==> config.mk <==
export PLATFORM = sky130hd
export DESIGN_NAME = sync_fifo_flat
export DESIGN_NICKNAME = d
export VERILOG_FILES = /design/src/rtl/int_pkg.sv /design/src/rtl/fifo_if.sv /design/src/rtl/sync_fifo.sv /design/src/flat_wrapper.sv
export SDC_FILE = /design/constraint.sdc
export NUM_CORES = 1
export LEC_CHECK = 0
export ABC_AREA = 1
export BUFFER_PORTS_ARGS = -buffer_cell sky130_fd_sc_hd__buf_2
export CORE_MARGIN = 8
export CORE_UTILIZATION = 45
export CTS_CLUSTER_DIAMETER = 30
export DETAILED_ROUTE_END_ITERATION = 10
export REMOVE_ABC_BUFFERS = 1
export SLEW_MARGIN = 20
export SYNTH_ARGS = -nofsm -noshare
export SYNTH_HDL_FRONTEND = slang
export SYNTH_SLANG_ARGS = --single-unit
==> constraint.sdc <==
create_clock -name clk -period 2.2 [get_ports clk]
set_input_delay 0 -clock clk [delete_from_list [all_inputs] [get_ports clk]]
set_output_delay 0 -clock clk [all_outputs]
set_load 0.1 [all_outputs]
==> src/rtl/int_pkg.sv <==
/*
  Shared sizes and record types for the ray-triangle intersection stage.
  Coordinates are signed integers and the test yields numerators over a
  common denominator.
*/
package int_pkg;

  // Arithmetic widths
  localparam int COORD_W = 12;
  localparam int XF_W    = 26;
  localparam int BARI_W  = 54;

  // Pipeline and queue sizing
  localparam int MATH_LATENCY = 4;
  localparam int FIFO_DEPTH   = 8;
  localparam int CNT_W        = 4;
  localparam int PTR_W        = 3;

  typedef struct packed {
    logic signed [COORD_W-1:0] x;
    logic signed [COORD_W-1:0] y;
    logic signed [COORD_W-1:0] z;
  } vec3_t;

  // Rows of the world-to-unit-space matrix, then the translate
  typedef struct packed {
    vec3_t m0;
    vec3_t m1;
    vec3_t m2;
    vec3_t translate;
  } int_cacheline_t;

  typedef struct packed {
    vec3_t origin;
    vec3_t dir;
  } ray_vec_t;

  typedef struct packed {
    logic [7:0] rayID;
  } ray_info_t;

  typedef logic [15:0] triID_t;

  // Leaf list position and triangles still to go
  typedef struct packed {
    logic [7:0] lindex;
    logic [7:0] lnum_left;
  } ln_tri_t;

  typedef struct packed {
    int_cacheline_t tri_cacheline;
    ray_vec_t       ray_vec;
    ray_info_t      ray_info;
    triID_t         triID;
    ln_tri_t        ln_tri;
  } icache_to_int_t;

  typedef struct packed {
    logic signed [BARI_W-1:0] t_num;
    logic signed [BARI_W-1:0] u_num;
    logic signed [BARI_W-1:0] v_num;
    logic signed [BARI_W-1:0] den;
  } bari_t;

  typedef struct packed {
    ray_info_t ray_info;
    triID_t    triID;
    logic      hit;
    logic      is_last;
    bari_t     bari;
  } int_to_list_t;

  typedef struct packed {
    ray_info_t ray_info;
    ln_tri_t   ln_tri;
  } leaf_info_t;

  typedef struct packed {
    ray_info_t ray_info;
    triID_t    triID;
    ln_tri_t   ln_tri;
  } int_side_t;

endpackage

==> src/rtl/fifo_if.sv <==
/*
  Output queue bundle.
  Write and read requests on the producer side, show-ahead data and fill
  status on the storage side.
*/
`timescale 1ns/1ps

interface fifo_if import int_pkg::*; #(parameter type T = logic) ();

  logic             wrreq;
  T                 data;
  logic             rdreq;
  T                 q;
  logic             empty;
  logic             full;
  logic [CNT_W-1:0] usedw;

  modport producer (
    output wrreq, data, rdreq,
    input  q, empty, full, usedw
  );

  modport storage (
    input  wrreq, data, rdreq,
    output q, empty, full, usedw
  );

endinterface

==> src/rtl/sync_fifo.sv <==
/*
  Show-ahead synchronous FIFO.
  Circular storage with the head word always on q, plus full, empty and
  a used-word count for the credit logic.
*/
`timescale 1ns/1ps

module sync_fifo import int_pkg::*; #(
  parameter type T = logic
) (
  input logic     clk,
  input logic     rst_n,
  fifo_if.storage port
);

  T                 mem [FIFO_DEPTH];
  logic [PTR_W-1:0] wr_ptr;
  logic [PTR_W-1:0] rd_ptr;
  logic [CNT_W-1:0] count;
  logic             do_wr;
  logic             do_rd;

  assign do_wr = port.wrreq & ~port.full;
  assign do_rd = port.rdreq & ~port.empty;

  always_ff @(posedge clk) begin
    if (do_wr) begin
      mem[wr_ptr] <= port.data;
    end
  end

  always_ff @(posedge clk) begin
    if (!rst_n) begin
      wr_ptr <= '0;
      rd_ptr <= '0;
      count  <= '0;
    end else begin
      if (do_wr) begin
        wr_ptr <= wr_ptr + 1'b1;
      end
      if (do_rd) begin
        rd_ptr <= rd_ptr + 1'b1;
      end
      case ({do_wr, do_rd})
        2'b10:   count <= count + 1'b1;
        2'b01:   count <= count - 1'b1;
        default: count <= count;
      endcase
    end
  end

  // Head entry is visible without a read
  assign port.q     = mem[rd_ptr];
  assign port.empty = (count == '0);
  assign port.full  = (count == CNT_W'(FIFO_DEPTH));
  assign port.usedw = count;

  a_no_underflow: assert property (
    @(posedge clk) disable iff (!rst_n)
    port.rdreq |-> !port.empty
  ) else $error("FIFO read while empty");

  a_no_overflow: assert property (
    @(posedge clk) disable iff (!rst_n)
    port.wrreq |-> !port.full
  ) else $error("FIFO written while full");

endmodule

==> src/flat_wrapper.sv <==
// flat-port wrapper written by rule: the top's interface ports become plain ports
module sync_fifo_flat import int_pkg::*;
#(
  parameter type T = logic
)
  (clk, rst_n, port_wrreq, port_data, port_rdreq, port_q, port_empty, port_full, port_usedw);
  fifo_if #(.T(T)) port_i ();
  input logic clk;
  input logic rst_n;
  input wire logic [$bits(port_i.wrreq)-1:0] port_wrreq;
  input wire logic [$bits(port_i.data)-1:0] port_data;
  input wire logic [$bits(port_i.rdreq)-1:0] port_rdreq;
  output wire logic [$bits(port_i.q)-1:0] port_q;
  output wire logic [$bits(port_i.empty)-1:0] port_empty;
  output wire logic [$bits(port_i.full)-1:0] port_full;
  output wire logic [$bits(port_i.usedw)-1:0] port_usedw;
  assign port_i.wrreq = port_wrreq;
  assign port_i.data = port_data;
  assign port_i.rdreq = port_rdreq;
  assign port_q = port_i.q;
  assign port_empty = port_i.empty;
  assign port_full = port_i.full;
  assign port_usedw = port_i.usedw;
  sync_fifo #(.T(T)) u_core (.clk(clk), .rst_n(rst_n), .port(port_i));
endmodule
Yosys cells after proc, flatten, opt, wreduce, memory -nomap -nowiden
Memories as Yosys holds them, arrays and structs flattened. A register that Yosys moved wholly into a read port is not among the register bits.
Cells that the tools add are included.
Storage, ports and cells
  input port bits: 5
  RAM bits: 8
  output and inout bits: 7
  memories: 1
  word-level logic and storage cells: 22
  register bits after elaboration: 10
Memory list
  u_core.mem: depth 8, width 1, rd ports 1, clocked after Yosys merged registers in 1, wr ports 1, line sync_fifo.sv:16  | T mem [FIFO_DEPTH];
Cells by class
  multiplexer cells: 5
  eq/ne operators: 3
  reduce and logical (&&, ||, !) cells: 2
  add/subtract/negate cells: 4
  bitwise gates (word level): 4
Operators by type and width (number)
  4-bit one-hot mux with 2 select lines: 1
  3-bit by 1-bit adder with 3-bit output, second input constant: 2
  3-bit two-way mux: 2
  4-bit by 1-bit adder with 4-bit output, second input constant: 1
  4-bit equality test, second input constant: 1
  4-bit logical NOT: 1
  4-bit by 1-bit subtractor with 4-bit output, second input constant: 1
  1-bit AND: 2
  2-bit by 1-bit equality test with 1-bit output, second input constant: 1
  2-bit equality test, second input constant: 1
  1-bit two-way mux: 2
  1-bit inverter: 2
  2-bit nonzero test: 1

Depth between registers and ports, before layout
  depth in word-level cells: 5
  mapped depth: 14
  depth with buffers taken out: 14

Worst setup path before layout
Ideal clock, no wire load.
  path kind: register to register
  start: reg u_core.count[3] (netlist: u_core.port.usedw[3])
  end: reg u_core.count[2] (netlist: u_core.port.usedw[2])
  library setup time: 0.115 ns
  stages on the path, launching flop included: 14
  period minus slack after synthesis: 2.574 ns
  data required time: 2.085 ns
  data arrival time: 2.459 ns
  path slack: -0.374 ns
  cell sequence: dfxtp_1 > inv_1 > nand3_2 > nand2_2 > inv_2 > ha_1 > nand2_1 > inv_2 > nor2_4 > ha_1 > a21oi_1 > xnor2_1 > o21ai_0 > inv_1
Between the ends
  longest elaborated chain between the ends: 5
  elaborated cells on any way between the ends: 10
RTL lines
  start: declaration: line sync_fifo.sv:19  | logic [CNT_W-1:0] count;
  start signal: assignment: line sync_fifo.sv:45  | 2'b10: count <= count + 1'b1;
  start signal: assignment: line sync_fifo.sv:46  | 2'b01: count <= count - 1'b1;
  start signal: assignment: line sync_fifo.sv:47  | default: count <= count;
  4-bit logical NOT *: line sync_fifo.sv:54  | assign port.empty = (count == '0);
  1-bit inverter *: line sync_fifo.sv:24  | assign do_rd = port.rdreq & ~port.empty;
  1-bit AND *: line sync_fifo.sv:24
  net u_core.do_rd: line sync_fifo.sv:21  | logic do_rd;
  2-bit by 1-bit equality test with 1-bit output or 2-bit equality test (tied branches): line sync_fifo.sv:44  | case ({do_wr, do_rd})
  4-bit one-hot mux with 2 select lines or 2-bit nonzero test (tied branches)
Mark *: on every way through the listed nets, which the timed path passes. The rest lies on a longest branch.
A chain may end at the register's enable or synchronous reset.

Worst setup path in the final report
  start: reg u_core.count[2] (netlist: u_core.port.usedw[2])
  end: reg u_core.count[2] (netlist: u_core.port.usedw[2])
The elaborated chain is that of the path after synthesis.

==> metrics <==
RSZ-0062 raised after global routing=false; R2R Setup Slk=170 ps; R2R Path End=u_core.port.usedw[2]; hold endpoint=u_core.wr_ptr[1]; synthesis-to-layout area growth=13.6%; synth top area cells=dfxtp_1 (25%), edfxtp_1 (24%), nor2_1 (7.4%), inv_1 (6.3%), ha_1 (6.1%); biggest area consumer among synthesized cells=dfxtp_1; fmax=493 MHz; wire per inst=11.2 µm; clk_lat worst skew=300 ps; WS Path Type=reg2reg; most frequent cells in the layout=nor2_1 (20), inv_1 (17), nand2_1 (12), dfxtp_1 (12); hpwl dp=1480 µm; ANT nets after route=0; global route total overflow=0; vias in the first global route=774; final core occ=0.535; most common cell after layout, fill and taps aside=nor2_1; post-place setup slack=192 ps; CP Max Fanout=7; Avg Inst Size Synth=8.58 µm²; WP data required=2410 ps; worst-case reg-to-reg path depth=13; critical path endpoint category=flip-flop; Final Hold Viols=0; Die Y-Extent=63.6 µm; total I/O pin count=12; worst relative slew slack=0.676; Yosys warnings=0; htree depth=1; CTS tree=done; share of layout cells above drive strength 1=0.221; GRT Total Usage=0.0972; Tmin final=2030 ps; Synth Cell Area=1020 µm²; register area=502 µm²; min-delay worst type=in2reg; Avg Vias per Cell=4.82; Synth cell types=22; Critical R2R Launch=u_core.port.usedw[2]; drt total wl=1840 µm; global-route wire length before repair=3230 µm; Hold WS=46.4 ps; CTS max path bufs=2; die area=4050 µm²; Setup crit start=u_core.port.usedw[2]; hold path cells=3; Tcrit/Tclk final=0.922; Initial Util=0.471; DRT iter0 DRCs=10; Residual DRC=0; clock transition at the registers of the reported paths=120 ps; num rows=17; Worst-Margin Slew=489 ps; Seq/Total Area, Yosys=0.490; hold path start=port_wrreq; area share of the largest cell type after synthesis=0.255; initial antenna violation count=0; Final Max Tran Viols=0; Seq cells post-synth=21; Finished Layout Cells=164; Synth Instances=119; placer's final routability congestion estimate=0.851; Critical Path AT=2240 ps; nets@finish=147; status=finished, final reports clean; die width=63.6 µm; placed cell count=158; largest net degree at the start of global routing=13; count of endpoints failing setup in the final report=0; CTS buffer count=3; clock root buffer=clkbuf_4; Max Clock Skew=15.6 ps; multi-input logic area=445 µm²; DR vias=791; ant diodes=0; # port buffers=11; Core ar.=2170 µm²; Max-Cap Viols=0; Filler cells=220; CP Launch Type=flip-flop; worst setup margin=173 ps; drt pass-1 iters=2; # clock sinks=21
[repair_timing]
action	in CTS	in global routing
hold endpoints to repair	11	0
hold buffers	2	0
gates resized for setup	0	1
endpoints found under the setup margin	0	1
buffers inserted	0	0
[critical path: stages, from the launching register on]
cell,delay [ps]
dfxtp_1,460
inv_2,90
nand3_2,110
nand2_2,70
inv_2,130
ha_1,240
nand2_1,80
inv_2,100
nor2_4,40
ha_1,180
a21oi_1,160
xnor2_1,90
o21ai_0,130
inv_1,50
[layer usage]
layer | GRT usage | share of wire | vias to the layer above
met1 | 0.113 | 0.49 | 360
met5 | 0 | 0 | -
met3 | 0.0283 | 0.024 | 2
li1 | - | - | 422
met4 | 0.0474 | 0.0076 | 0
met2 | 0.158 | 0.48 | 7
[synth_stat cells (all sizes together)]
cell,count
nand3,7
o21a,1
dfxtp,13
and3,1
o21ai,14
edfxtp,8
nand2,14
nor3,1
nor3b,1
inv,20
ha,5
a21oi,9
nor2,23
xnor2,2
[per-stage QoR]
stage          instance area (µm²)  TNS, ps
2_1_floorplan                 1020     -735
3_3_place_gp                  1110        0
3_5_place_dp                  1110        0
4_1_cts                       1160        0
5_1_grt                       1160        0
6_report                      1160        0
[worst max path at each step]
stage / slack (ps) / to / cells past startpoint
2_1_floorplan: -370 / u_core.port.usedw[2] / 13
3_3_place_gp: 250 / u_core.port.usedw[2] / 13
3_5_place_dp: 190 / u_core.port.usedw[2] / 13
4_1_cts: 170 / u_core.port.usedw[2] / 13
5_1_grt: 0.4 / u_core.port.usedw[2] / 13
6_report: 170 / u_core.port.usedw[2] / 13
[kinds of logic (layout without fill, tap and decap cells)]
family          Yosys count  after routing  share of synthesized area
simple gates             47             47                      0.230
compound gates           24             24                      0.127
flops                    21             21                      0.490
xor+xnor                  2              2                     0.0172
fa+ha+maj                 5              5                     0.0613
buf+inv                  20             37                     0.0735
[final cells by class]
cell class              count  share of cell area
clock buffers               3              0.0194
clock inverters             1             0.00432
inverters                  20              0.0647
multi-input cells          78               0.384
flip-flops and latches     21               0.433
well taps                  28              0.0302
repair buffers             13              0.0647
Power is not shown: default switching activity piles up to over one toggle a cycle in this logic, so the estimate is an artifact.
