[config.mk]
export PLATFORM = sky130hd
export DESIGN_NAME = pipe_valid_stall
export DESIGN_NICKNAME = d
export VERILOG_FILES = /design/src/rtl/int_pkg.sv /design/src/rtl/pipe_valid_stall.sv
export SDC_FILE = /design/constraint.sdc
export NUM_CORES = 1
export LEC_CHECK = 0
export BUFFER_PORTS_ARGS = -buffer_cell sky130_fd_sc_hd__clkbuf_2
export CAP_MARGIN = 20
export CORE_MARGIN = 10
export CORE_UTILIZATION = 25
export CTS_BUF_LIST = sky130_fd_sc_hd__clkbuf_8
export CTS_CLUSTER_SIZE = 16
export DETAILED_ROUTE_END_ITERATION = 12
export PLACE_DENSITY = 0.52
export SKIP_LAST_GASP = 1
export SLEW_MARGIN = 20
export SYNTH_ARGS = -nofsm -noshare
export SYNTH_HDL_FRONTEND = slang
export SYNTH_SLANG_ARGS = --single-unit
export TNS_END_PERCENT = 50
[constraint.sdc]
create_clock -name clk -period 5.7 [get_ports clk]
set_clock_uncertainty 0.1 [all_clocks]
set_input_delay 1.14 -clock clk [delete_from_list [all_inputs] [get_ports clk]]
set_output_delay 1.14 -clock clk [all_outputs]
set_load 0.02 [all_outputs]
[src/rtl/int_pkg.sv]
/*
  Shared sizes and record types for the ray-triangle intersection stage.
  Coordinates are signed integers and the test yields numerators over a
  common denominator.
*/
package int_pkg;

  // Arithmetic widths
  localparam int COORD_W = 12;
  localparam int XF_W    = 26;
  localparam int BARI_W  = 54;

  // Pipeline and queue sizing
  localparam int MATH_LATENCY = 4;
  localparam int FIFO_DEPTH   = 8;
  localparam int CNT_W        = 4;
  localparam int PTR_W        = 3;

  typedef struct packed {
    logic signed [COORD_W-1:0] x;
    logic signed [COORD_W-1:0] y;
    logic signed [COORD_W-1:0] z;
  } vec3_t;

  // Rows of the world-to-unit-space matrix, then the translate
  typedef struct packed {
    vec3_t m0;
    vec3_t m1;
    vec3_t m2;
    vec3_t translate;
  } int_cacheline_t;

  typedef struct packed {
    vec3_t origin;
    vec3_t dir;
  } ray_vec_t;

  typedef struct packed {
    logic [7:0] rayID;
  } ray_info_t;

  typedef logic [15:0] triID_t;

  // Leaf list position and triangles still to go
  typedef struct packed {
    logic [7:0] lindex;
    logic [7:0] lnum_left;
  } ln_tri_t;

  typedef struct packed {
    int_cacheline_t tri_cacheline;
    ray_vec_t       ray_vec;
    ray_info_t      ray_info;
    triID_t         triID;
    ln_tri_t        ln_tri;
  } icache_to_int_t;

  typedef struct packed {
    logic signed [BARI_W-1:0] t_num;
    logic signed [BARI_W-1:0] u_num;
    logic signed [BARI_W-1:0] v_num;
    logic signed [BARI_W-1:0] den;
  } bari_t;

  typedef struct packed {
    ray_info_t ray_info;
    triID_t    triID;
    logic      hit;
    logic      is_last;
    bari_t     bari;
  } int_to_list_t;

  typedef struct packed {
    ray_info_t ray_info;
    ln_tri_t   ln_tri;
  } leaf_info_t;

  typedef struct packed {
    ray_info_t ray_info;
    triID_t    triID;
    ln_tri_t   ln_tri;
  } int_side_t;

endpackage

[src/rtl/pipe_valid_stall.sv]
/*
  Side pipeline for the bookkeeping fields.
  Delays valid and data by the math latency and limits the number of
  items in flight to the credit the output queues still have.
*/
`timescale 1ns/1ps

module pipe_valid_stall import int_pkg::*; (
  input  logic           clk,
  input  logic           rst_n,
  input  logic           us_valid,
  input  int_side_t      us_data,
  output logic           us_stall,
  output logic           ds_valid,
  output int_side_t      ds_data,
  input  logic [CNT_W:0] credit_limit
);

  logic [MATH_LATENCY-1:0] vld;
  int_side_t               dat [MATH_LATENCY];
  logic [CNT_W:0]          in_flight;
  logic                    accept;
  logic                    leave;

  // No room left once the in-flight count meets the credit
  assign us_stall = (in_flight >= credit_limit);
  assign accept   = us_valid & ~us_stall;
  assign leave    = vld[MATH_LATENCY-1];

  always_ff @(posedge clk) begin
    if (!rst_n) begin
      vld <= '0;
    end else begin
      vld <= {vld[MATH_LATENCY-2:0], accept};
    end
  end

  always_ff @(posedge clk) begin
    dat[0] <= us_data;
    for (int i = 1; i < MATH_LATENCY; i++) begin
      dat[i] <= dat[i-1];
    end
  end

  always_ff @(posedge clk) begin
    if (!rst_n) begin
      in_flight <= '0;
    end else begin
      case ({accept, leave})
        2'b10:   in_flight <= in_flight + 1'b1;
        2'b01:   in_flight <= in_flight - 1'b1;
        default: in_flight <= in_flight;
      endcase
    end
  end

  assign ds_valid = vld[MATH_LATENCY-1];
  assign ds_data  = dat[MATH_LATENCY-1];

  // The counter tracks the shift line, so it can never pass its depth
  a_in_flight_bound: assert property (
    @(posedge clk) disable iff (!rst_n)
    in_flight <= (CNT_W+1)'(MATH_LATENCY)
  ) else $error("side pipe holds more items than its depth");

endmodule

**Word-level counts from Yosys, hierarchy flattened**

Memory sizes are Yosys's and may differ from the RTL's.
Cells that the tools add are included.

- Flip-flop bits (word level): 9
- Memory bits (writable): 160
- Output and inout bits: 42
- Logic and storage cells: 12
- Memories kept: 1

Memories:

| name | words | bits a word | read ports | clocked after memory_dff | write ports | RTL line | text |
|---|---|---|---|---|---|---|---|
| dat | 4 | 40 | 4 | 0 | 4 | pipe_valid_stall.sv:20 | `int_side_t dat [MATH_LATENCY];` |

- Add/subtract/negate cells: 2
- Magnitude comparators: 1
- Equality and inequality tests: 2
- Multiplexer cells: 1
- Bitwise logic cells: 2
- Reduce and logical (&&, ||, !) cells: 1

Operators with widths:

| kind | count |
|---|---|
| 5-bit one-hot mux with 2 select lines | 1 |
| 5-bit by 1-bit adder with 5-bit output, second input constant | 1 |
| 5-bit >= comparator | 1 |
| 5-bit by 1-bit subtractor with 5-bit output, second input constant | 1 |
| 2-bit by 1-bit equality test with 1-bit output, second input constant | 1 |
| 2-bit equality test, second input constant | 1 |
| 2-bit nonzero test | 1 |
| 1-bit AND | 1 |
| 1-bit NOT | 1 |

**Depth between registers and ports, before layout**

Gate-level depths: netlist of run 1.

- Depth in word-level cells: 5
- Depth in mapped cells: 13
- Mapped depth without buffers: 13

**Worst setup path before layout of run 1**

OpenSTA, ideal clock, no wires.

- Path kind: input port to flip-flop
- From: input credit_limit[2]
- To: register in_flight[4]
- Arrival time: 3,126 ps
- Required time: 5,528 ps
- Slack: 2,402 ps
- Stages on the path: 13
- Cell sequence: inv_1 ha_1 nand2_1 o21ai_1 a31oi_1 nand2_1 ha_1 inv_1 fa_1 nand2b_1 a21oi_1 mux2i_1 mux2i_1

- Word-level cells in the longest chain between the ends: 5
- Elaborated cells on any way between the ends: 7
- Classes of those cells: 1 x order compare; 2 x eq/ne; 1 x mux; 2 x bitwise; 1 x reduce/logical

RTL lines:

| what | RTL line | text |
|---|---|---|
| start, declared | pipe_valid_stall.sv:16 | `input logic [CNT_W:0] credit_limit` |
| 5-bit >= comparator * | pipe_valid_stall.sv:26 | `assign us_stall = (in_flight >= credit_limit);` |
| 1-bit NOT * | pipe_valid_stall.sv:27 | `assign accept = us_valid & ~us_stall;` |
| 1-bit AND * | pipe_valid_stall.sv:27 |  |
| 2-bit by 1-bit equality test with 1-bit output or 2-bit equality test (tied branches) | pipe_valid_stall.sv:49 | `case ({accept, leave})` |
| 5-bit one-hot mux with 2 select lines or 2-bit nonzero test (tied branches) | n/a |  |
| end signal, assigned | pipe_valid_stall.sv:50 | `2'b10: in_flight <= in_flight + 1'b1;` |
| end signal, assigned | pipe_valid_stall.sv:51 | `2'b01: in_flight <= in_flight - 1'b1;` |
| end signal, assigned | pipe_valid_stall.sv:52 | `default: in_flight <= in_flight;` |
| end, declared | pipe_valid_stall.sv:21 | `logic [CNT_W:0] in_flight;` |

Every way passes the cells marked *; elsewhere a longest branch is shown, timed or not.
A chain may end at the register's enable or synchronous reset.

**Final worst setup path of run 1**

- From: input credit_limit[2]
- To: output us_stall

- Word-level cells in the longest chain between the ends: 1

RTL lines:

| what | RTL line | text |
|---|---|---|
| 5-bit >= comparator | pipe_valid_stall.sv:26 |  |
| end, declared | pipe_valid_stall.sv:13 | `output logic us_stall,` |

Every way passes these cells.

==> results of run 1 <==
## routing by layer
metal  wire [um]  up-vias  GRT usage (%)  share of wire [%]
li1            -      923              -                  -
met1        2640      816           6.29                 45
met2        2510       69           8.37                 42
met3         607       11           4.81                 10
met4         138        2           4.56                2.3
met5          13        -              0               0.22
## sequential cells by signal, summed over array words and instances, names as in the netlist
register,count
dat,160
in_flight,5
vld,4
## area by class of cell
class / count / area, um^2 / area share, %
well taps: 184 / 230 / 4.77
flip-flops and latches: 169 / 3380 / 70.1
clock inverters: 11 / 104 / 2.15
multi-input cells: 46 / 347 / 7.18
clock buffers: 21 / 289 / 5.99
inverters: 8 / 30.0 / 0.622
repair buffers: 89 / 445 / 9.23
## kinds of logic (layout without fill, tap and decap cells)
kind of cell	count (synthesis)	in the layout	share of synthesized area, %
flops	169	169	89.8
fa+ha+maj	10	10	3.52
mux	2	2	0.531
compound gates	9	9	1.36
xor+xnor	2	2	0.465
simple gates	23	23	3.32
buf+inv	10	129	1.03
## metrics by stage
step           total power (W)  utilization [%]  instance area (um^2)
5_1_grt                0.00223             33.0                  4830
3_3_place_gp           0.00136             30.3                  4440
6_report               0.00212             33.0                  4830
2_1_floorplan          0.00132                -                  3770
3_5_place_dp           0.00136             30.3                  4440
4_1_cts                0.00217             33.0                  4830
## worst min path at each step
stage | from | end | slack [ns] | cells past startpoint
after detailed placement | dat[0][2]$_DFF_P_ | dat[1][2]$_DFF_P_ | 0.21 | 0
final | dat[0][7]$_DFF_P_ | dat[1][7]$_DFF_P_ | 0.23 | 0
after CTS | dat[0][35]$_DFF_P_ | dat[1][35]$_DFF_P_ | 0.23 | 0
after floorplan | dat[0][0]$_DFF_P_ | dat[1][0]$_DFF_P_ | 0.21 | 0
after global placement | dat[1][24]$_DFF_P_ | dat[2][24]$_DFF_P_ | 0.21 | 0
after global routing | dat[1][26]$_DFF_P_ | dat[2][26]$_DFF_P_ | 0.23 | 0
## power by group
group / leakage (nW) / switching (W) / internal (W)
registers: 1.42 / 0.0000158 / 0.00124
logic: 0.592 / 0.0000421 / 0.0000309
clock network: 0.195 / 0.000429 / 0.000363
## worst max-delay path: stages
cell and delay, ns:
clkbuf_2 0.08, inv_1 0.03, ha_1 0.29, a21oi_1 0.14
o21ai_1 0.10, a31oi_1 0.25, inv_1 0.07, clkbuf_2 0.16
## cells in the final DEF, fill, tap and decap left out, drive strengths merged, types with 2 or more instances in the layout
cell and instances:
nand2b 2, a21oi 3, nor2 4, o21ai 3, clkbuf 110, a21o 2, dfxtp 169, clkinvlp 2
mux2i 2, inv 14, nand2 5, ha 9, nand3 2, clkinv 3, and2 6
==> summary.txt, run 1 <==
Worst-path fanout max: 3
Worst reg2reg path endpoint: in_flight[4]$_SDFFE_PN0P_
Final HPWL DP: 4260 um
Routed vias: 1821
Period utilisation layout: 61.4%
Post-CTS setup buffer count: 0
Total track usage: 6.17%
Main synth FF type: dfxtp_1
Crit path launch type: input pin
Post-Synthesis Cells: 225
Synth area leaders: dfxtp_1 90%, ha_1 3.0%, and2_1 1.0%, inv_1 0.80%, fa_1 0.53%
First-pass GRT wire length: 9250 um
Setup ws final: 2.20 ns
Slew @ Worst Pin: 0.288 ns
Synth top area share: 89.8%
PD cells: 440 nW/um^2
CTS HTree Levels: 4
TritonCTS clock tree: built
Pre-Repair DR Iteration Count: 4
Die ar.: 20400 um^2
Post-DRT Antenna Nets: 0
TritonCTS Buffers: 17
Die Wd: 143 um
Synthesized flop and latch total: 169
Setup crit start: credit_limit[2]
Final setup vio count: 0
Cts hold-fix bufs: 0
Final Max Slew Viols: 0
Post-Syn Nets: 283
I/O Buffers: 89
# IOs: 90
Clock net sink count: 169
# nets final: 389
Core box area: 14600 um^2
Clk Latency, worst-skew pair: 0.43 ns
CP endpoint: us_stall
CP Class: in -> out
Synth top cells by count: 169 x dfxtp_1, 9 x ha_1, 8 x inv_1
Critical Path Sink Type: output port
Gpl congestion: 0.630
CP arrival: 2.26 ns
Initial Util: 25.7%
Mean Syn Cell Area: 16.7 um^2
Status: finished clean
Post-route DRC: 0
Initial antenna violation count: 1
Min Hold Slack: 0.227 ns
Worst R2R Start: in_flight[0]$_SDFFE_PN0P_
Share of cells above drive strength 1: 35.2%
Setup TNS: 0 ns
CTS root buf: clkbuf_8
Routed len/inst: 11.2 um
Leak Pwr: 2.21 nW
Max cap viols: 0
Most numerous cell in the Yosys netlist: dfxtp_1
Yosys warns: 0
Hold Crit Class: reg -> reg
Seq/Total Area, Yosys: 89.8%
Fin. Hold Viols: 0
Final std cells w/o fill: 528
P&R area growth vs syn: 28.1%
Post-synth cell types: 22
Row cnt: 44
FFs w/ async S/R, synth: 0%
Number of DRC markers in iteration 0: 34
Bufs on Longest Clock Path: 2
Total wire length: 5910 um
Die height: 143 um
Clock Pin Slew Worst Setup and Hold Paths: 0.09 ns
CTS resizes: 0
Fill cells: 1457
Post-synth EDFFs: 0
Vias per cell: 3.45
Max VDD drop: 0.209 mV
Fmax: 0.286 GHz
Crit path time final: 3.50 ns
Largest net degree at the start of global routing: 17
GRT overflow: 0
Reg2reg setup slack: 2.80 ns
Post-Syn Area: 3770 um^2
Worst slack, placed: 1.99 ns
Reg2Reg Depth: 13
Area leader, netlist: dfxtp_1
WP data required: 4.46 ns
RSZ-0062 raised after global routing: no
Vias in the first global route: 1963
Antenna diodes: 0
Dpl cells: 496
Headroom to the max-slew limit: 80.8%
Note: power is estimated with default switching activity, not from simulation.
==> inputs of run 2 (changes only) <==
--- a/config.mk
+++ b/config.mk
@@ -5,6 +5,7 @@
 export SDC_FILE = /design/constraint.sdc
 export NUM_CORES = 1
 export LEC_CHECK = 0
+export ABC_AREA = 1
 export BUFFER_PORTS_ARGS = -buffer_cell sky130_fd_sc_hd__clkbuf_2
 export CAP_MARGIN = 20
 export CORE_MARGIN = 10
==> constraint.sdc (replaced) <==
create_clock -name clk -period 3.5 [get_ports clk]
set_clock_uncertainty 0.1 [all_clocks]
set_input_delay 0.7 -clock clk [delete_from_list [all_inputs] [get_ports clk]]
set_output_delay 0.7 -clock clk [all_outputs]
set_load 0.02 [all_outputs]
==> run 2 against run 1 <==
  * Sequential cell count is the same
  * Cell area increased by 1.1%
  * Power up 71%
  * Via count rose by 5.9%
  * Register-to-register slack lost 1.7 ns
  * Critical endpoint is now in_flight[4]$_SDFFE_PN0P_
==> summary.txt, run 2 <==
# nets final: 411 (was 389)
Row cnt: 44 (unchanged)
Pre-Repair DR Iteration Count: 4 (unchanged)
Area leader, netlist: dfxtp_1 (unchanged)
Clock Pin Slew Worst Setup and Hold Paths: 0.08 ns (was 0.09 ns)
Post-Syn Nets: 303 (was 283)
Synthesized flop and latch total: 169 (unchanged)
Clock net sink count: 169 (unchanged)
Post-route DRC: 0 (unchanged)
Final Max Slew Viols: 0 (unchanged)
Synth top cells by count: 169 x dfxtp_1, 20 x nand2_1, 17 x inv_1 (was 169 x dfxtp_1, 9 x ha_1, 8 x inv_1)
Post-DRT Antenna Nets: 0 (unchanged)
Slew @ Worst Pin: 0.186 ns (was 0.288 ns)
Worst-path fanout max: 5 (was 3)
Die Wd: 143 um (about the same)
Die height: 143 um (about the same)
Max cap viols: 0 (unchanged)
Post-CTS setup buffer count: 0 (unchanged)
Setup TNS: 0 ns (unchanged)
GRT overflow: 0 (unchanged)
Headroom to the max-slew limit: 87.6% (was 80.8%)
RSZ-0062 raised after global routing: no (unchanged)
Setup ws final: 1.02 ns (was 2.20 ns)
Final HPWL DP: 4620 um (was 4260 um)
Total track usage: 6.48% (was 6.17%)
Final std cells w/o fill: 549 (was 528)
Core box area: 14700 um^2 (was 14600 um^2)
Bufs on Longest Clock Path: 2 (unchanged)
Routed vias: 1928 (was 1821)
FFs w/ async S/R, synth: 0% (unchanged)
Most flops, register: dat (unchanged)
I/O Buffers: 89 (unchanged)
Reg2reg setup slack: 1.07 ns (was 2.80 ns)
Post-Synthesis Cells: 245 (was 225)
Status: finished clean (unchanged)
Placed inst area: 4470 um^2 (was 4440 um^2)
Number of DRC markers in iteration 0: 48 (was 34)
Synth area leaders: dfxtp_1 89%, ha_1 3.0%, nand2_1 2.0%, inv_1 1.7%, nor2_1 0.79% (was dfxtp_1 90%, ha_1 3.0%, and2_1 1.0%, inv_1 0.80%, fa_1 0.53%)
First-pass GRT wire length: 9930 um (was 9250 um)
Total wire length: 6220 um (was 5910 um)
Dpl cells: 518 (was 496)
Max VDD drop: 0.289 mV (was 0.209 mV)
Leak Pwr: 2.31 nW (was 2.21 nW)
Highest-count cells in the layout ignoring fill and taps: 169 x dfxtp_1, 89 x clkbuf_2, 20 x inv_1, 20 x nand2_1, 19 x clkbuf_8 (was 169 x dfxtp_1, 89 x clkbuf_2, 21 x clkbuf_8, 9 x ha_1, 8 x inv_1)
Reg2Reg Depth: 16 (was 13)
CP Class: in -> reg (was in -> out)
Share of cells above drive strength 1: 32.9% (was 35.2%)
Most numerous cell in the Yosys netlist: dfxtp_1 (unchanged)
Fmax: 0.404 GHz
CTS HTree Levels: 4 (unchanged)
Largest net degree at the start of global routing: 17 (unchanged)
Vias per cell: 3.51 (was 3.45)
TritonCTS Buffers: 17 (unchanged)
Worst R2R Start: in_flight[4]$_SDFFE_PN0P_ (was in_flight[0]$_SDFFE_PN0P_)
Worst reg2reg path endpoint: in_flight[4]$_SDFFE_PN0P_ (unchanged)
WHS Path Cells: 0 (unchanged)
Crit path launch type: input pin (unchanged)
Hold Path End: dat[3][8]$_DFF_P_ (was dat[1][7]$_DFF_P_)
Final setup vio count: 0 (unchanged)
Finished Cell Area: 4880 um^2 (was 4830 um^2)
Die ar.: 20500 um^2 (was 20400 um^2)
Fin. Hold Viols: 0 (unchanged)
Clk Latency, worst-skew pair: 0.43 ns (about the same)
Most common cell after layout, fill and taps aside: dfxtp_1 (unchanged)
Initial Util: 25.8% (was 25.7%)
Mean Syn Cell Area: 15.5 um^2 (was 16.7 um^2)
Main synth FF type: dfxtp_1 (unchanged)
Fill cells: 1442 (was 1457)
CTS resizes: 0 (unchanged)
Initial antenna violation count: 1 (unchanged)
PD cells: 742 nW/um^2 (was 440 nW/um^2)
Max FFs per register: 160 (unchanged)
Gpl congestion: 0.738 (was 0.630)
# IOs: 90 (unchanged)
WP data required: 3.72 ns (was 4.46 ns)
Period utilisation layout: 70.7%
Seq/Total Area, Yosys: 89.1% (was 89.8%)
Synth top area share: 89.1% (was 89.8%)
Hold path start: dat[2][8]$_DFF_P_ (was dat[0][7]$_DFF_P_)
Hold Crit Class: reg -> reg (unchanged)
Vias in the first global route: 2046 (was 1963)
CP arrival: 2.70 ns (was 2.26 ns)
Critical Path Sink Type: flop (was output port)
Worst slack, placed: 0.612 ns (was 1.99 ns)
Post-synth EDFFs: 0 (unchanged)
Yosys warns: 0 (unchanged)
Post-Syn Area: 3800 um^2 (was 3770 um^2)
Cts hold-fix bufs: 0 (unchanged)
CTS root buf: clkbuf_8 (unchanged)
P&R area growth vs syn: 28.6% (was 28.1%)
Top flop regs: dat: 160 flops, in_flight: 5 flops, vld: 4 flops (unchanged)
Crit path time final: 2.48 ns
Antenna diodes: 0 (unchanged)
TritonCTS clock tree: built (unchanged)
Routed len/inst: 11.3 um (was 11.2 um)
Post-synth cell types: 14 (was 22)
run 2: changes by cell type after synthesis, moves of 3 or more:
cell	change
and2_1	-6
nand3_1	+3
inv_1	+9
nor2_1	+4
inv_2	+3
nand2_1	+15
run 2: how the worst max path moves through the flow:
stage / from / to / slack, ns / cells past startpoint
global route: in_flight[4]$_SDFFE_PN0P_ / in_flight[4]$_SDFFE_PN0P_ / 0.86 / 16
global placement: credit_limit[4] / in_flight[4]$_SDFFE_PN0P_ / 0.74 / 18
finish: credit_limit[4] / in_flight[4]$_SDFFE_PN0P_ / 1.02 / 18
detailed placement: credit_limit[4] / in_flight[4]$_SDFFE_PN0P_ / 0.61 / 18
CTS: in_flight[4]$_SDFFE_PN0P_ / in_flight[4]$_SDFFE_PN0P_ / 1.08 / 16
floorplan: credit_limit[4] / in_flight[4]$_SDFFE_PN0P_ / 0.91 / 17
run 2: metal layers:
metal | track usage, % | share of wire (%) | vias to the layer above
met1 | 6.44 | 41 | 875
met4 | 4.19 | 2.1 | 2
met5 | 0 | 0.11 | -
li1 | - | - | 968
met2 | 9.43 | 45 | 73
met3 | 4.81 | 11 | 10
run 2: critical path, cell delays in order:
cell      delay [ns]
clkbuf_2        0.07
inv_1           0.03
ha_1            0.30
nand2_1         0.06
nor2_1          0.09
o21ai_1         0.08
nand4_1         0.12
ha_1            0.26
inv_1           0.10
fa_1            0.42
inv_1           0.08
nand2_1         0.05
nand2_1         0.07
nand2_1         0.05
nand2_1         0.05
nand3_1         0.06
nand2_1         0.06
inv_1           0.03
run 2: layout make-up:
class	count	area, um^2	area share, %
sequential	169	3380	69.3
timing repair buffer	89	445	9.12
multi-input combinational	56	338	6.92
clock buffer	19	262	5.36
tap	184	230	4.72
clock inverter	12	149	3.05
inverter	20	75.1	1.54
run 2: power breakdown:
group,internal (W),switching [W]
combinational,0.0000736,0.000111
clock,0.000739,0.000637
sequential,0.00203,0.0000312
total,0.00285,0.000779
run 2: kinds of logic (layout without fill, tap and decap cells):
group,count (synthesis),count (layout),share of synthesized area [%]
buffers and inverters,20,140,1.98
flip-flops,169,169,89.1
AND/OR/NAND/NOR,37,37,4.12
XOR/XNOR,1,1,0.231
adder cells (fa/ha/maj),10,10,3.49
AO/OA/AOI/OAI,8,8,1.05
run 2: metrics by stage:
stage / power [W] / hold slack (ns) / util, %
floorplan: 0.00221 / 0.210 / -
global route: 0.00380 / 0.208 / 33.2
CTS: 0.00369 / 0.220 / 33.2
detailed placement: 0.00230 / 0.212 / 30.4
finish: 0.00362 / 0.228 / 33.2
global placement: 0.00229 / 0.210 / 30.4
==> inputs of run 3 (changes only) <==
--- a/config.mk
+++ b/config.mk
@@ -5,7 +5,7 @@
 export SDC_FILE = /design/constraint.sdc
 export NUM_CORES = 1
 export LEC_CHECK = 0
-export ABC_AREA = 1
+export ABC_AREA = 0
 export BUFFER_PORTS_ARGS = -buffer_cell sky130_fd_sc_hd__clkbuf_2
 export CAP_MARGIN = 20
 export CORE_MARGIN = 10
@@ -13,7 +13,7 @@
 export CTS_BUF_LIST = sky130_fd_sc_hd__clkbuf_8
 export CTS_CLUSTER_SIZE = 16
 export DETAILED_ROUTE_END_ITERATION = 12
-export PLACE_DENSITY = 0.52
+export PLACE_DENSITY = 0.54
 export SKIP_LAST_GASP = 1
 export SLEW_MARGIN = 20
 export SYNTH_ARGS = -nofsm -noshare
==> constraint.sdc (replaced) <==
create_clock -name clk -period 2.25 [get_ports clk]
set_clock_uncertainty 0.1 [all_clocks]
set_input_delay 0.45 -clock clk [delete_from_list [all_inputs] [get_ports clk]]
set_output_delay 0.45 -clock clk [all_outputs]
set_load 0.02 [all_outputs]
==> run 3 against run 2 <==
  * The flow now finishes with violations (setup timing)
  * Power up 50%
  * Global-route usage up 0.48 points
  * Non-clock buffer count up 55
  * Hold slack worse by 0.058 ns
  * Highest routed layer unchanged
==> summary.txt, run 3 (same netlist as run 1, synthesis figures left out) <==
Routed vias: 1987 (was 1928)
Initial Util: 25.7% (was 25.8%)
TritonCTS Buffers: 17 (unchanged)
Fin. Hold Viols: 0 (unchanged)
PD cells: 998 nW/um^2 (was 742 nW/um^2)
Slew @ Worst Pin: 0.209 ns (was 0.186 ns)
Total track usage: 6.96% (was 6.48%)
Violated checks: setup timing
Max FFs per register: 160 (unchanged)
Share of cells above drive strength 1: 38.4% (was 32.9%)
Vias per cell: 3.40 (was 3.51)
Crit path time final: 2.52 ns
Cell-internal power: 0.00415 W (was 0.00285 W)
GRT overflow: 0 (unchanged)
Clk Latency, worst-skew pair: 0.43 ns (about the same)
Hold Crit Class: in -> reg (was reg -> reg)
Clock Power Share: 36.2% (was 38.0%)
Headroom to the max-slew limit: 86.0% (was 87.6%)
P&R area growth vs syn: 44.8% (was 28.6%)
Highest-count cells in the layout ignoring fill and taps: 167 x dfxtp_1, 89 x clkbuf_2, 40 x dlygate4sd3_1, 18 x clkbuf_8, 14 x buf_4 (was 169 x dfxtp_1, 89 x clkbuf_2, 20 x inv_1, 20 x nand2_1, 19 x clkbuf_8)
Number of DRC markers in iteration 0: 70 (was 48)
Part of the power in registers: 58.5% (was 56.9%)
Cell Chain, Critical Path: inv_2 > ha_4 > nor2b_1 > o21ai_1 > a31oi_1 > nand2_1 > ha_4 > inv_2 > fa_2 > nand2b_4 > a21oi_2 > mux2i_1 > mux2i_1 (was clkbuf_2 > inv_1 > ha_1 > nand2_1 > nor2_1 > o21ai_1 > nand4_1 > ha_1 > inv_1 > fa_1 > inv_1 > nand2_1 > nand2_1 > nand2_1 > nand2_1 > nand3_1 > nand2_1 > inv_1)
Fill cells: 1398 (was 1442)
CTS root buf: clkbuf_8 (unchanged)
Clock net sink count: 169 (unchanged)
Initial antenna violation count: 3 (was 1)
Leak Pwr: 2.44 nW (was 2.31 nW)
Most flops, register: dat (unchanged)
Status: complete, but fails checks (was finished clean)
Bufs on Longest Clock Path: 2 (unchanged)
CTS HTree Levels: 4 (unchanged)
Largest net degree at the start of global routing: 18 (was 17)
Pre-Repair DR Iteration Count: 4 (unchanged)
CP peak stage delay: 0.36 ns (was 0.42 ns)
Vias in the first global route: 2233 (was 2046)
Setup ws final: -0.267 ns (was 1.02 ns)
Total wire length: 6340 um (was 6220 um)
Final Max Slew Viols: 0 (unchanged)
Post-route DRC: 0 (unchanged)
Min Hold Slack: 0.170 ns (was 0.228 ns)
Gpl congestion: 0.601 (was 0.738)
Max VDD drop: 0.550 mV (was 0.289 mV)
First-pass GRT wire length: 10700 um (was 9930 um)
Core box area: 14600 um^2 (was 14700 um^2)
Worst-path fanout max: 4 (was 5)
Dpl cells: 508 (was 518)
Total Power: 0.00545 W (was 0.00362 W)
Final HPWL DP: 4540 um (was 4620 um)
Die ar.: 20400 um^2 (was 20500 um^2)
Final setup vio count: 4 (was 0)
Storage element area: 3390 um^2 (was 3380 um^2)
TritonCTS clock tree: built (unchanged)
Critical Path Sink Type: flop (unchanged)
Die height: 143 um (about the same)
Period utilisation layout: 112%
Multi-input gate area: 452 um^2 (was 338 um^2)
Die Wd: 143 um (about the same)
Row cnt: 44 (unchanged)
Final core utilization: 37.3% (was 33.2%)
Max stage delay cell, worst path: fa_2 (was fa_1)
RSZ-0062 raised after global routing: yes (was no)
Final std cells w/o fill: 584 (was 549)
Most common cell after layout, fill and taps aside: dfxtp_1 (unchanged)
Fmax: 0.397 GHz
Crit path launch type: flop (was input pin)
Post-DRT Antenna Nets: 0 (unchanged)
Routed len/inst: 10.9 um (was 11.3 um)
Sw frac: 23.9% (was 21.5%)
Combinational share of power: 5.3% (was 5.1%)
WP data required: 2.51 ns (was 3.72 ns)
Clock Pin Slew Worst Setup and Hold Paths: 0.09 ns (was 0.08 ns)
Net switching power: 0.00130 W (was 0.000779 W)
Top flop regs: dat: 160 flops, in_flight: 5 flops, vld: 4 flops (unchanged)
CP Class: reg -> reg (was in -> reg)
Max cap viols: 0 (unchanged)
I/O Buffers: 89 (unchanged)
# IOs: 90 (unchanged)
CP arrival: 2.78 ns (was 2.70 ns)
# nets final: 444 (was 411)
run 3: cell types whose count changed in the layout (fill, tap and decap cells not counted), moves of 7 or more:
cell	change
buf_4	+14
ha_4	+7
inv_1	-17
ha_1	-7
dlygate4sd3_1	+40
nand2_1	-15
run 3: worst max-delay path: cells and delay by family, from the launching register on:
kind            cells  cell delay (ns)
compound gates      3             0.42
fa+ha+maj           3             0.78
buf+inv             2             0.11
flops               1             0.34
mux                 2             0.40
simple gates        3             0.30
run 3: per-stage QoR:
| step | worst slack, ns | area [um^2] | setup TNS, ns |
|---|---|---|---|
| 6_report | -0.267 | 5460 | -0.822 |
| 3_3_place_gp | -0.511 | 4650 | -1.50 |
| 2_1_floorplan | -0.246 | 3890 | -0.449 |
| 4_1_cts | -0.302 | 5440 | -1.00 |
| 3_5_place_dp | -0.558 | 4650 | -1.65 |
| 5_1_grt | -0.453 | 5450 | -1.63 |
run 3: final cells by class:
class / instances / area share [%]
inverter: 8 / 0.826
clock inverter: 13 / 2.34
timing repair buffer: 144 / 17.6
sequential: 169 / 62.1
clock buffer: 18 / 4.54
multi-input combinational: 46 / 8.28
tap: 184 / 4.22
antenna: 2 / 0.0917
run 3: final timing paths:
check	start	to	slack, ns	cells past startpoint
max	in_flight[0]$_SDFFE_PN0P_	in_flight[4]$_SDFFE_PN0P_	-0.27	13
min reg2reg	dat[2][17]$_DFF_P_	dat[3][17]$_DFF_P_	0.23	0
min	us_valid	vld[0]$_SDFF_PN0_	0.17	2
max reg2reg	in_flight[0]$_SDFFE_PN0P_	in_flight[4]$_SDFFE_PN0P_	-0.27	13
run 3: power by group through the flow:
| stage | sequential, W | combinational, W | clock (W) |
|---|---|---|---|
| floorplan | 0.00330 | 0.0000577 | 0 |
| global placement | 0.00326 | 0.000227 | 0 |
| detailed placement | 0.00326 | 0.000233 | 0 |
| CTS | 0.00319 | 0.000291 | 0.00208 |
| global route | 0.00321 | 0.000321 | 0.00222 |
| finish | 0.00319 | 0.000289 | 0.00197 |
run 3: routing by layer:
layer  vias up  global-route usage, %  routed length [um]
met5         -                      0                  11
met4         2                   2.93                  61
met3         6                   6.00                 712
met2        65                   10.1                2910
met1       879                   6.99                2650
li1       1035                      -                   -
run 3: what timing repair did:
action                     CTS  global route
hold endpoints to repair    40             0
setup buffers                2             1
gates resized for setup      4             0
hold buffers                40             0
pin swaps                    8             3
setup endpoints to repair    5             5
